**src/common/scan_cfg_svh.svh**
```systemverilog
`ifndef SCAN_CFG_SVH
`define SCAN_CFG_SVH

`define SCAN_ROW_BITS      15 // ddr3 row address
`define SCAN_COL8_BITS     7 // column in units of 8-bursts
`define SCAN_RC_BITS       22 // {row, col8}
`define SCAN_FW_BITS       13 // max window width in bursts
`define SCAN_FH_BITS       16 // max frame height in lines
`define SCAN_FRAME_BITS    16 // frame counter
`define SCAN_XFER_BITS     6 // transfer length, 0 -> 64
`define SCAN_CALC_LAT      9 // address pipeline depth

`define SCAN_CMD_BASE      16'h0120 // channel command address
`define SCAN_CMD_MASK      16'h07f0

`define SCAN_REG_MODE      4'h0
`define SCAN_REG_START     4'h2 // range start {row, col8}
`define SCAN_REG_FSIZE     4'h3 // start address step per frame
`define SCAN_REG_FLAST     4'h4 // last frame number in range
`define SCAN_REG_FWIDTH    4'h5 // padded line pitch
`define SCAN_REG_WH        4'h6 // {height, width}
`define SCAN_REG_X0Y0      4'h7 // {top, left}

`define SCAN_MODE_NRESET   0 // channel reset while 0
`define SCAN_MODE_EN       1
`define SCAN_MODE_WRITE    2 // 1 = write to memory
`define SCAN_MODE_RST_FRAME 8
`define SCAN_MODE_SINGLE   9
`define SCAN_MODE_REPEAT   10

`endif

```
**src/common/scan_pkg.sv**
```systemverilog
`include "scan_cfg_svh.svh"

package scan_pkg;

    typedef struct packed {
        logic [3:0]  addr; // register offset within channel
        logic [31:0] data;
        logic        valid; // single cycle
    } cmd_wr_t;

    typedef struct packed {
        logic [`SCAN_FW_BITS:0]   full_width; // msb set means max
        logic [`SCAN_FW_BITS:0]   width;
        logic [`SCAN_FH_BITS:0]   height;
        logic [`SCAN_FW_BITS-1:0] x0;
        logic [`SCAN_FH_BITS-1:0] y0;
    } win_cfg_t;

    typedef struct packed {
        logic nreset;
        logic en;
        logic write;
        logic rpt; // keep frame enable on
    } mode_t;

    typedef struct packed {
        logic [2:0]                  bank;
        logic [`SCAN_ROW_BITS-1:0]   row;
        logic [`SCAN_COL8_BITS-1:0]  col;
        logic [`SCAN_XFER_BITS-1:0]  num128; // 0 -> 64 bursts
        logic                        partial; // cut by page end, continued next
    } xfer_desc_t;

    typedef struct packed {
        xfer_desc_t               desc;
        logic                     last_in_row;
        logic                     last_row;
        logic [`SCAN_FW_BITS-1:0] next_x; // x/y after this transfer
        logic [`SCAN_FH_BITS-1:0] next_y;
    } calc_res_t;

endpackage

```
**src/hdl/cmd_deser.sv**
```systemverilog
`timescale 1ns/100ps
`include "scan_cfg_svh.svh"

module cmd_deser (
    input  logic              mclk,
    input  logic              mrst,
    input  logic [7:0]        cmd_ad, // AL, AH, D0..D3
    input  logic              cmd_stb, // with the first byte
    output scan_pkg::cmd_wr_t cmd_wr
);
    logic [5:0]  stb_sr; // one bit per received byte
    logic [47:0] byte_sr; // first byte ends up in the low bits
    logic [15:0] cmd_addr;
    logic        addr_hit;

    always_ff @(posedge mclk) begin
        if (mrst) stb_sr <= '0;
        else      stb_sr <= {stb_sr[4:0], cmd_stb};
    end

    always_ff @(posedge mclk) begin
        byte_sr <= {cmd_ad, byte_sr[47:8]}; // sampled only when stb_sr[5] is set
    end

    assign cmd_addr = byte_sr[15:0];
    assign addr_hit = ((cmd_addr ^ `SCAN_CMD_BASE) & `SCAN_CMD_MASK) == 16'h0000;

    assign cmd_wr.addr  = cmd_addr[3:0];
    assign cmd_wr.data  = byte_sr[47:16];
    assign cmd_wr.valid = stb_sr[5] & addr_hit; // cycle after the sixth byte

    // a new command may only begin once the previous six bytes are in
    a_stb_overlap: assert property (@(posedge mclk) disable iff (mrst)
        cmd_stb |-> !(|stb_sr[4:0]));

endmodule

```
**src/hdl/scan_regs.sv**
```systemverilog
`timescale 1ns/100ps
`include "scan_cfg_svh.svh"

module scan_regs (
    input  logic                        mclk,
    input  logic                        mrst,
    input  scan_pkg::cmd_wr_t           cmd_wr,
    output scan_pkg::win_cfg_t          win,
    output scan_pkg::mode_t             mode,
    output logic [`SCAN_RC_BITS-1:0]    start_addr,
    output logic [`SCAN_RC_BITS-1:0]    frame_size,
    output logic [`SCAN_FRAME_BITS-1:0] last_frame,
    output logic                        single_pulse,
    output logic                        rst_frame_pulse,
    output logic                        param_wr
);
    logic set_mode;
    logic set_start;
    logic set_fsize;
    logic set_flast;
    logic set_fwidth;
    logic set_wh;
    logic set_x0y0;
    logic lo_zero; // low field all zero, store as max
    logic hi_zero;

    assign set_mode   = cmd_wr.valid && (cmd_wr.addr == `SCAN_REG_MODE);
    assign set_start  = cmd_wr.valid && (cmd_wr.addr == `SCAN_REG_START);
    assign set_fsize  = cmd_wr.valid && (cmd_wr.addr == `SCAN_REG_FSIZE);
    assign set_flast  = cmd_wr.valid && (cmd_wr.addr == `SCAN_REG_FLAST);
    assign set_fwidth = cmd_wr.valid && (cmd_wr.addr == `SCAN_REG_FWIDTH);
    assign set_wh     = cmd_wr.valid && (cmd_wr.addr == `SCAN_REG_WH);
    assign set_x0y0   = cmd_wr.valid && (cmd_wr.addr == `SCAN_REG_X0Y0);
    assign lo_zero    = ~|cmd_wr.data[`SCAN_FW_BITS-1:0];
    assign hi_zero    = ~|cmd_wr.data[31:16];
    assign param_wr   = cmd_wr.valid; // any write invalidates the address pipeline

    always_ff @(posedge mclk) begin
        if (mrst) begin
            mode            <= '0; // nreset low -> channel held in reset
            single_pulse    <= 1'b0;
            rst_frame_pulse <= 1'b0;
            start_addr      <= '0;
            frame_size      <= '0;
            last_frame      <= '0;
            win             <= '0;
        end else begin
            if (set_mode) begin
                mode.nreset <= cmd_wr.data[`SCAN_MODE_NRESET];
                mode.en     <= cmd_wr.data[`SCAN_MODE_EN];
                mode.write  <= cmd_wr.data[`SCAN_MODE_WRITE];
                mode.rpt    <= cmd_wr.data[`SCAN_MODE_REPEAT];
            end
            single_pulse    <= set_mode && cmd_wr.data[`SCAN_MODE_SINGLE];
            rst_frame_pulse <= (set_mode && cmd_wr.data[`SCAN_MODE_RST_FRAME]) ||
                               set_start || set_fsize || set_flast; // range changed
            if (set_start) start_addr <= cmd_wr.data[`SCAN_RC_BITS-1:0];
            if (set_start)      frame_size <= `SCAN_RC_BITS'd1; // default, single frame
            else if (set_fsize) frame_size <= cmd_wr.data[`SCAN_RC_BITS-1:0];
            if (set_flast) last_frame <= cmd_wr.data[`SCAN_FRAME_BITS-1:0];
            if (set_fwidth) win.full_width <= {lo_zero, cmd_wr.data[`SCAN_FW_BITS-1:0]};
            if (set_wh) begin
                win.width  <= {lo_zero, cmd_wr.data[`SCAN_FW_BITS-1:0]};
                win.height <= {hi_zero, cmd_wr.data[31:16]};
            end
            if (set_x0y0) begin
                win.x0 <= cmd_wr.data[`SCAN_FW_BITS-1:0];
                win.y0 <= cmd_wr.data[31:16];
            end
        end
    end

endmodule

```
**src/addr/frame_addr_track.sv**
```systemverilog
`timescale 1ns/100ps
`include "scan_cfg_svh.svh"

module frame_addr_track (
    input  logic                        mclk,
    input  logic                        mrst,
    input  logic                        frame_start,
    input  logic                        single_pulse,
    input  logic                        rst_frame_pulse,
    input  logic                        repeat_mode,
    input  logic [`SCAN_RC_BITS-1:0]    start_addr,
    input  logic [`SCAN_RC_BITS-1:0]    frame_size,
    input  logic [`SCAN_FRAME_BITS-1:0] last_frame,
    output logic                        frame_go,
    output logic [`SCAN_RC_BITS-1:0]    frame_start_addr,
    output logic [`SCAN_FRAME_BITS-1:0] frame_number
);
    logic                        frame_en; // next frame_start will be accepted
    logic [2:0]                  fs_r; // accepted frame start delay line
    logic [`SCAN_FRAME_BITS-1:0] frame_cntr; // number of the frame to come
    logic [`SCAN_RC_BITS-1:0]    next_addr;
    logic                        is_last;

    assign is_last  = frame_cntr == last_frame;
    assign frame_go = fs_r[2];

    always_ff @(posedge mclk) begin
        if (mrst) begin
            frame_en     <= 1'b0;
            fs_r         <= '0;
            frame_cntr   <= '0;
            frame_number <= '0;
            next_addr    <= '0;
        end else begin
            if (single_pulse || repeat_mode) frame_en <= 1'b1;
            else if (frame_start)            frame_en <= 1'b0; // single: one frame only
            fs_r <= {fs_r[1:0], frame_start & frame_en};
            if (rst_frame_pulse) begin
                frame_cntr <= '0;
                next_addr  <= start_addr; // back to range start
            end else if (fs_r[1]) begin // frame_start_addr already loaded
                frame_cntr <= is_last ? '0 : frame_cntr + 1'b1;
                next_addr  <= is_last ? start_addr : frame_start_addr + frame_size;
            end
            if (rst_frame_pulse) frame_number <= '0;
            else if (fs_r[0])    frame_number <= frame_cntr;
        end
    end

    always_ff @(posedge mclk) begin
        if (fs_r[0]) frame_start_addr <= next_addr; // stable before frame_go
    end

    a_go_enabled: assert property (@(posedge mclk) disable iff (mrst)
        frame_go |-> $past(frame_en, 3));

endmodule

```
**src/addr/line_addr_calc.sv**
```systemverilog
`timescale 1ns/100ps
`include "scan_cfg_svh.svh"

module line_addr_calc (
    input  logic                       mclk,
    input  logic                       mrst,
    input  logic                       recalc, // restart pipeline
    input  logic [`SCAN_FW_BITS-1:0]   cur_x, // relative to window
    input  logic [`SCAN_FH_BITS-1:0]   cur_y,
    input  logic                       continued, // tail of a page-cut transfer
    input  logic [`SCAN_XFER_BITS-1:0] leftover,
    input  scan_pkg::win_cfg_t         win,
    input  logic [`SCAN_RC_BITS-1:0]   frame_start_addr,
    output scan_pkg::calc_res_t        res,
    output logic                       calc_valid
);
    logic [`SCAN_CALC_LAT-1:0]              stage; // one-hot stage enable
    logic [`SCAN_CALC_LAT-1:0]              valid_sr;
    logic [`SCAN_FW_BITS-1:0]               frame_x;
    logic [`SCAN_FH_BITS-1:0]               frame_y;
    logic [`SCAN_FH_BITS:0]                 next_y;
    logic [`SCAN_FW_BITS:0]                 row_left; // bursts to the window edge
    logic [2:0]                             bank;
    logic [`SCAN_FH_BITS-4:0]               y8; // frame_y without bank bits
    logic [`SCAN_FW_BITS:0]                 full_width;
    logic [`SCAN_RC_BITS-1:0]               base_addr;
    logic [`SCAN_FW_BITS+`SCAN_FH_BITS-3:0] mul_full;
    logic [`SCAN_RC_BITS-1:0]               mul_rslt;
    logic [`SCAN_RC_BITS-1:0]               line_addr;
    logic [`SCAN_RC_BITS-1:0]               row_col;
    logic [`SCAN_XFER_BITS:0]               lim_by_xfer; // up to 64
    logic [`SCAN_COL8_BITS:0]               page_left; // up to 128
    logic [`SCAN_XFER_BITS:0]               xfer_len;
    logic                                   page_cut;

    always_ff @(posedge mclk) begin
        if (mrst) begin
            stage    <= '0;
            valid_sr <= '0;
        end else begin
            stage    <= recalc ? `SCAN_CALC_LAT'(1) : stage << 1; // restart drops old run
            valid_sr <= recalc ? '0 : {valid_sr[`SCAN_CALC_LAT-2:0], 1'b1};
        end
    end

    assign calc_valid = valid_sr[`SCAN_CALC_LAT-1];
    assign mul_full   = y8 * full_width;

    always_ff @(posedge mclk) begin
        if (stage[0]) begin
            frame_x  <= cur_x + win.x0;
            frame_y  <= cur_y + win.y0;
            next_y   <= {1'b0, cur_y} + 1'b1;
            row_left <= win.width - {1'b0, cur_x};
        end
        if (stage[1]) begin
            bank        <= frame_y[2:0];
            y8          <= frame_y[`SCAN_FH_BITS-1:3];
            full_width  <= win.full_width;
            base_addr   <= frame_start_addr;
            lim_by_xfer <= (|row_left[`SCAN_FW_BITS:`SCAN_XFER_BITS]) ?
                           7'd64 : row_left[`SCAN_XFER_BITS:0];
        end
        if (stage[2]) mul_rslt  <= mul_full[`SCAN_RC_BITS-1:0]; // top bits dropped
        if (stage[3]) line_addr <= base_addr + mul_rslt;
        if (stage[4]) row_col   <= line_addr + frame_x;
        if (stage[5]) page_left <= 8'd128 - row_col[`SCAN_COL8_BITS-1:0];
        if (stage[6]) begin
            page_cut <= !continued && (page_left < lim_by_xfer);
            if (continued) // starts on a page boundary, page limit cannot bind
                xfer_len <= ({1'b0, leftover} < lim_by_xfer) ? {1'b0, leftover} : lim_by_xfer;
            else
                xfer_len <= (page_left < lim_by_xfer) ? page_left[`SCAN_XFER_BITS:0] : lim_by_xfer;
        end
        if (stage[7]) begin
            res.desc <= '{bank, row_col[`SCAN_RC_BITS-1:`SCAN_COL8_BITS],
                          row_col[`SCAN_COL8_BITS-1:0], xfer_len[`SCAN_XFER_BITS-1:0], page_cut};
            res.last_in_row <= row_left == {7'd0, xfer_len};
            res.last_row    <= next_y == win.height;
        end
        if (stage[8]) begin
            res.next_x <= res.last_in_row ? '0 : cur_x + xfer_len;
            res.next_y <= res.last_in_row ? next_y[`SCAN_FH_BITS-1:0] : cur_y;
        end
    end

endmodule

```
**src/hdl/scan_ctrl.sv**
```systemverilog
`timescale 1ns/100ps
`include "scan_cfg_svh.svh"

module scan_ctrl (
    input  logic                       mclk,
    input  logic                       mrst,
    input  scan_pkg::mode_t            mode,
    input  logic                       param_wr,
    input  logic                       frame_go,
    input  scan_pkg::calc_res_t        res,
    input  logic                       calc_valid,
    input  logic                       xfer_grant,
    input  logic                       xfer_done,
    input  logic                       next_page, // buffer page freed/filled
    output logic                       recalc,
    output logic [`SCAN_FW_BITS-1:0]   cur_x,
    output logic [`SCAN_FH_BITS-1:0]   cur_y,
    output logic                       continued,
    output logic [`SCAN_XFER_BITS-1:0] leftover,
    output logic                       xfer_want,
    output logic                       xfer_need,
    output logic                       xfer_start_rd,
    output logic                       xfer_start_wr,
    output scan_pkg::xfer_desc_t       xfer,
    output logic                       xfer_page_rst,
    output logic                       frame_done,
    output logic                       frame_finished
);
    logic       chn_rst;
    logic       chn_en;
    logic       chn_rst_d; // to catch reset release
    logic       busy;
    logic       xfer_start;
    logic       start_full; // start that consumes a whole page
    logic       pre_want;
    logic       last_block; // last transfer of the window started
    logic       done_d;
    logic [2:0] page_cntr; // pages available to the memory side
    logic [2:0] pending; // started, not yet done

    assign chn_rst    = ~mode.nreset;
    assign chn_en     = mode.nreset & mode.en;
    assign xfer_start = xfer_start_rd | xfer_start_wr;
    assign start_full = xfer_start & ~xfer.partial;
    assign recalc     = frame_go | xfer_start | param_wr | (chn_rst_d & ~chn_rst);
    assign pre_want   = chn_en && busy && !xfer_want && !xfer_start && !frame_go &&
                        !param_wr && calc_valid && !last_block && (page_cntr != 3'd0);

    always_ff @(posedge mclk) begin
        if (xfer_grant) xfer <= res.desc; // held until the next start
    end

    always_ff @(posedge mclk) begin
        if (mrst) begin
            chn_rst_d      <= 1'b0;
            xfer_page_rst  <= 1'b1;
            done_d         <= 1'b0;
            xfer_start_rd  <= 1'b0;
            xfer_start_wr  <= 1'b0;
            xfer_want      <= 1'b0;
            xfer_need      <= 1'b0;
            busy           <= 1'b0;
            page_cntr      <= '0;
            pending        <= '0;
            last_block     <= 1'b0;
            continued      <= 1'b0;
            leftover       <= '0;
            cur_x          <= '0;
            cur_y          <= '0;
            frame_done     <= 1'b0;
            frame_finished <= 1'b0;
        end else begin
            chn_rst_d     <= chn_rst;
            xfer_page_rst <= chn_rst;
            done_d        <= xfer_done;
            xfer_start_rd <= xfer_grant && !chn_rst && !mode.write;
            xfer_start_wr <= xfer_grant && !chn_rst && mode.write;
            if (chn_rst || xfer_grant) xfer_want <= 1'b0;
            else if (pre_want)         xfer_want <= 1'b1;
            if (chn_rst || xfer_grant) xfer_need <= 1'b0;
            else if ((pre_want || xfer_want) && (page_cntr >= 3'd3)) xfer_need <= 1'b1;
            if (chn_rst)         busy <= 1'b0;
            else if (frame_go)   busy <= 1'b1;
            else if (frame_done) busy <= 1'b0;
            if (frame_go)                      page_cntr <= mode.write ? 3'd0 : 3'd4;
            else if (start_full && !next_page) page_cntr <= page_cntr - 1'b1;
            else if (!start_full && next_page) page_cntr <= page_cntr + 1'b1;
            if (chn_rst || !busy)            pending <= '0;
            else if (xfer_start && !xfer_done) pending <= pending + 1'b1;
            else if (!xfer_start && xfer_done) pending <= pending - 1'b1;
            if (chn_rst || !busy)  last_block <= 1'b0;
            else if (xfer_start)   last_block <= res.last_row && res.last_in_row;
            if (chn_rst || frame_go) continued <= 1'b0;
            else if (xfer_start)     continued <= xfer.partial;
            if (xfer_start && xfer.partial) leftover <= 6'd0 - xfer.num128; // 64 - cut length
            if (chn_rst || frame_go) begin
                cur_x <= '0; // each frame begins at window origin
                cur_y <= '0;
            end else if (xfer_start) begin
                cur_x <= res.next_x;
                cur_y <= res.next_y;
            end
            frame_done <= busy && last_block && done_d && (pending == 3'd0);
            if (chn_rst || frame_go) frame_finished <= 1'b0;
            else if (frame_done)     frame_finished <= 1'b1;
        end
    end

    a_start_grant: assert property (@(posedge mclk) disable iff (mrst)
        xfer_start |-> $past(xfer_grant && xfer_want));
    a_pending_underflow: assert property (@(posedge mclk) disable iff (mrst || chn_rst)
        (xfer_done && !xfer_start) |-> (pending != 3'd0));
    a_rd_wr_excl: assert property (@(posedge mclk) disable iff (mrst)
        !(xfer_start_rd && xfer_start_wr));

endmodule

```
**src/hdl/scanline_rw.sv**
```systemverilog
`timescale 1ns/100ps
`include "scan_cfg_svh.svh"

module scanline_rw (
    input  logic                        mclk,
    input  logic                        mrst,
    input  logic [7:0]                  cmd_ad,
    input  logic                        cmd_stb,
    input  logic                        frame_start,
    input  logic                        next_page,
    output logic                        xfer_want,
    output logic                        xfer_need,
    input  logic                        xfer_grant,
    output logic                        xfer_start_rd,
    output logic                        xfer_start_wr,
    output logic [2:0]                  xfer_bank,
    output logic [`SCAN_ROW_BITS-1:0]   xfer_row,
    output logic [`SCAN_COL8_BITS-1:0]  xfer_col,
    output logic [`SCAN_XFER_BITS-1:0]  xfer_num128,
    output logic                        xfer_partial,
    input  logic                        xfer_done,
    output logic                        frame_done,
    output logic                        frame_finished,
    output logic [`SCAN_FRAME_BITS-1:0] frame_number,
    output logic                        cmd_wrmem,
    output logic                        xfer_page_rst
);
    scan_pkg::cmd_wr_t           cmd_wr;
    scan_pkg::win_cfg_t          win;
    scan_pkg::mode_t             mode;
    scan_pkg::calc_res_t         res;
    scan_pkg::xfer_desc_t        xfer;
    logic [`SCAN_RC_BITS-1:0]    start_addr;
    logic [`SCAN_RC_BITS-1:0]    frame_size;
    logic [`SCAN_FRAME_BITS-1:0] last_frame;
    logic [`SCAN_RC_BITS-1:0]    frame_start_addr;
    logic [`SCAN_FW_BITS-1:0]    cur_x;
    logic [`SCAN_FH_BITS-1:0]    cur_y;
    logic [`SCAN_XFER_BITS-1:0]  leftover;
    logic                        single_pulse;
    logic                        rst_frame_pulse;
    logic                        param_wr;
    logic                        frame_go;
    logic                        recalc;
    logic                        calc_valid;
    logic                        continued;

    assign xfer_bank    = xfer.bank;
    assign xfer_row     = xfer.row;
    assign xfer_col     = xfer.col;
    assign xfer_num128  = xfer.num128;
    assign xfer_partial = xfer.partial;
    assign cmd_wrmem    = mode.write;

    cmd_deser i_cmd_deser (.mclk, .mrst, .cmd_ad, .cmd_stb, .cmd_wr);

    scan_regs i_scan_regs (.mclk, .mrst, .cmd_wr, .win, .mode, .start_addr, .frame_size,
        .last_frame, .single_pulse, .rst_frame_pulse, .param_wr);

    frame_addr_track i_frame_addr_track (.mclk, .mrst, .frame_start, .single_pulse,
        .rst_frame_pulse, .repeat_mode(mode.rpt), .start_addr, .frame_size, .last_frame,
        .frame_go, .frame_start_addr, .frame_number);

    line_addr_calc i_line_addr_calc (.mclk, .mrst, .recalc, .cur_x, .cur_y, .continued,
        .leftover, .win, .frame_start_addr, .res, .calc_valid);

    scan_ctrl i_scan_ctrl (.mclk, .mrst, .mode, .param_wr, .frame_go, .res, .calc_valid,
        .xfer_grant, .xfer_done, .next_page, .recalc, .cur_x, .cur_y, .continued, .leftover,
        .xfer_want, .xfer_need, .xfer_start_rd, .xfer_start_wr, .xfer, .xfer_page_rst,
        .frame_done, .frame_finished);

endmodule

```
**config.mk**
```make
export PLATFORM = sky130hd
export DESIGN_NAME = scanline_rw
export DESIGN_NICKNAME = d
export VERILOG_FILES = /design/src/common/scan_pkg.sv /design/src/hdl/cmd_deser.sv /design/src/hdl/scan_regs.sv /design/src/addr/frame_addr_track.sv /design/src/addr/line_addr_calc.sv /design/src/hdl/scan_ctrl.sv /design/src/hdl/scanline_rw.sv
export VERILOG_INCLUDE_DIRS = /design/src /design/src/common
export SDC_FILE = /design/constraint.sdc
export NUM_CORES = 1
export LEC_CHECK = 0
export BUFFER_PORTS_ARGS = -buffer_cell sky130_fd_sc_hd__buf_2
export CAP_MARGIN = 20
export CORE_ASPECT_RATIO = 0.8
export CORE_MARGIN = 1.5
export CORE_UTILIZATION = 50
export DETAILED_ROUTE_END_ITERATION = 16
export PLACE_DENSITY = 0.66
export SYNTH_ARGS = -nofsm -noshare
export SYNTH_HDL_FRONTEND = slang
export SYNTH_SLANG_ARGS = --single-unit
export TNS_END_PERCENT = 50
```
**constraint.sdc**
```tcl
create_clock -name mclk -period 8.89 [get_ports mclk]
set_input_delay 1.778 -clock mclk [delete_from_list [all_inputs] [get_ports mclk]]
set_output_delay 1.778 -clock mclk [all_outputs]
set_load 0.05 [all_outputs]
```
==> results.cfg <==
[outcome]
run_status = complete, no violations

[clocking]
clk_pin_slew_ps = 70
cts-root-buf = clkbuf_16
cts-buffers-inserted = 61
cts.sinks = 641
cts_hold_buf = 0
cts_resized = 0
cts_setup_buffers = 0
clkLatencyLatePin_ps = 650
cts_tree = built
cts_max_level = 2
clock_path_buffers = 3

[synth]
synth-compound-area-share = 0.08440
synthFlopType = dfxtp_1
yosys_warnings = 0
synth_top_area_cell = edfxtp_1
muxShareOfSynthArea = 0.03380
synth_seq_area_share = 0.4967
netlist_top_cells_count = nand2_1, dfxtp_1, edfxtp_1
ys_ff_latch = 641
synthesis.nets = 3366
synth_top_family_by_area = adder cells
synth_top_area_share = 0.2962
synth_simple_gate_area_frac = 0.1413
synth_xor_xnor_area_share = 0.05107
syn_inst = 3049
synth_most_common_cell = nand2_1
syn_area_um2 = 32240
syn_area_per_cell_um2 = 10.57
yosys-top-cells-area = edfxtp_1, dfxtp_1, fa_1
async_flop_share = 0
synth_fa_ha_area_frac = 0.1482
synth_enable_flop_cells = 318
yosysUniqueCellTypes = 77

[timing]
drv_slew = 0
tightest_slew_ps = 1107
finalHoldViolCount = 0
max_freq_mhz = 172.3
setup_viol = 0
rsz0062_at_grt = false
max_slew_margin = 0.2622
skew_ps = 24.55
fin_crit_ps = 5803
fin_setup_tns_ps = 0
timing.final.crit_share = 0.6528

[min_path]
hold_class = flip-flop to flip-flop
hold_depth = 0
hold_end = i_cmd_deser.byte_sr[7]
min-delay-start = i_cmd_deser.byte_sr[15]

[floorplanning]
die_w_um = 286.9
die_height_um = 230.1
core_area_um2 = 63970
start_util = 0.5040
dieArea_um2 = 66030
ios = 71
rows = 83

[detailed_routing]
vias = 21479
drt_iter0_markers = 1530
drt_wl_total_um = 73560
drc_errors = 0
dr.pass1.iters = 6
final_antenna_net_count = 0
wl_per_cell_um = 18.44
via_per_inst = 5.385

[place]
dp_cells = 3868
gp_congestion = 0.8630
place_hpwl_um = 53020
portBuffers = 70

[grt]
antenna_found_initial = 3
grt_pass1_vias = 20816
grt_max_degree = 95
grt_usage = 0.2232
grt_remaining_overflow = 0
grt_pass1_wl_um = 116100

[flow_run]
maxCapViolations = 0

[setup_path]
regToRegSetupSlack_ps = 3090
ff2ff_path_depth = 19
critical_path_class = flip-flop to flip-flop
regToRegEndpoint = i_line_addr_calc.mul_rslt[20]
crit_path_end_kind = flip-flop
cp-start-kind = flip-flop
regToRegStartpoint = i_line_addr_calc.full_width[7]
required_ps = 9270
crit_fanout = 13
arrival_ps = 6180
critPathLaunch = i_line_addr_calc.full_width[7]

[power_and_ir_drop]
power_density_nw_per_um2 = 163.5
power_leakage_nw = 14.12
peakVddDrop_mv = 0.1665

[layout]
fill_cells = 5512
multi_input_area_um2 = 14810
fin_nets = 3402
regArea_um2 = 16020
area_delta_synth_final_pct = 9.919
drive_above_1_share = 0.07808
final_cells = 3989
## through the flow
stage,hold slack [ps],setup WS [ps],util,area [um2],power [mW]
3_3_place_gp,311.0,3269,0.5209,33320,3.244
2_1_floorplan,309.6,3635,-,32240,3.209
5_1_grt,335.5,2864,0.5540,35440,5.964
4_1_cts,329.1,3113,0.5531,35380,5.843
3_5_place_dp,312.1,3141,0.5212,33340,3.245
6_report,328.0,3087,0.5540,35440,5.793
## critical path, stage by stage, from the launching register on
cell	delay, ps
edfxtp_1	580
and2_1	270
fa_1	540
inv_1	60
fa_1	530
inv_1	50
fa_1	490
inv_1	50
fa_1	460
fa_1	540
inv_1	40
ha_1	340
o21a_1	130
o31a_1	130
o211ai_1	250
a21oi_1	150
o31ai_2	400
o2111ai_1	210
a21oi_1	210
xnor2_1	100
## routing by layer
metal,share of wire,global-route usage,vias to the layer above
met5,0,0,-
met4,0.020,0.05395,0
met3,0.059,0.02976,81
met2,0.45,0.3452,578
met1,0.48,0.3317,10424
li1,-,-,10396
## how the worst max path moves through the flow
stage,to,depth (start not counted)
after floorplan,i_line_addr_calc.mul_rslt[20],20
after global placement,i_line_addr_calc.mul_rslt[20],19
after detailed placement,i_line_addr_calc.mul_rslt[20],19
after CTS,i_line_addr_calc.mul_rslt[20],19
after global routing,i_line_addr_calc.mul_rslt[20],19
final,i_line_addr_calc.mul_rslt[20],19
## layout by cell type, fill, tap and decap left out, drive strengths merged, types with 28 or more instances in the layout
cell type | synthesis | final
fa | 133 | 133
o21ai | 61 | 61
mux2i | 92 | 92
edfxtp | 318 | 318
ha | 169 | 169
buf | 19 | 87
clkbuf | 95 | 85
a21o | 28 | 28
nand2 | 414 | 414
nor2 | 223 | 223
and2 | 114 | 114
dfxtp | 323 | 323
xor2 | 64 | 64
nand3 | 54 | 54
inv | 262 | 266
a21oi | 220 | 220
nor2b | 31 | 31
nor3 | 48 | 48
xnor2 | 124 | 124
## report_power, final
part	leakage [nW]	internal (mW)	switching, mW
registers	5.53	3.09	0.0303
logic	7.57	0.0143	0.0465
clock network	1.01	1.47	1.14
total	14.1	4.58	1.22
## cells by family after synthesis
logic type | Yosys count
AOI/OAI and AO/OA | 442
xor gates and xnor gates | 188
buffers and inverters | 377
adders and majority gates | 302
and+or+nand+nor | 992
DFF | 641
muxes | 107
## flip-flops by register name, indices dropped and copies added, names as in the netlist, 17 cells and up
name	cells
i_scan_regs.win	74
i_line_addr_calc.res	63
i_cmd_deser.byte_sr	48
i_scan_ctrl.xfer	32
i_frame_addr_track.frame_start_addr	22
i_frame_addr_track.next_addr	22
i_line_addr_calc.base_addr	22
i_line_addr_calc.line_addr	22
i_line_addr_calc.mul_rslt	22
i_line_addr_calc.row_col	22
i_scan_regs.frame_size	22
i_scan_regs.start_addr	22
i_line_addr_calc.next_y	17
## cell type report
class / count / area share
Timing Repair Buffer: 87 / 0.01469
Sequential cell: 641 / 0.4521
Clock inverter: 31 / 0.008120
Multi-Input combinational cell: 2031 / 0.4179
Inverter: 263 / 0.02786
Tap cell: 850 / 0.03001
Antenna cell: 1 / 0.00007061
Clock buffer: 85 / 0.04932
No activity file was read; power rests on OpenSTA's default activity.
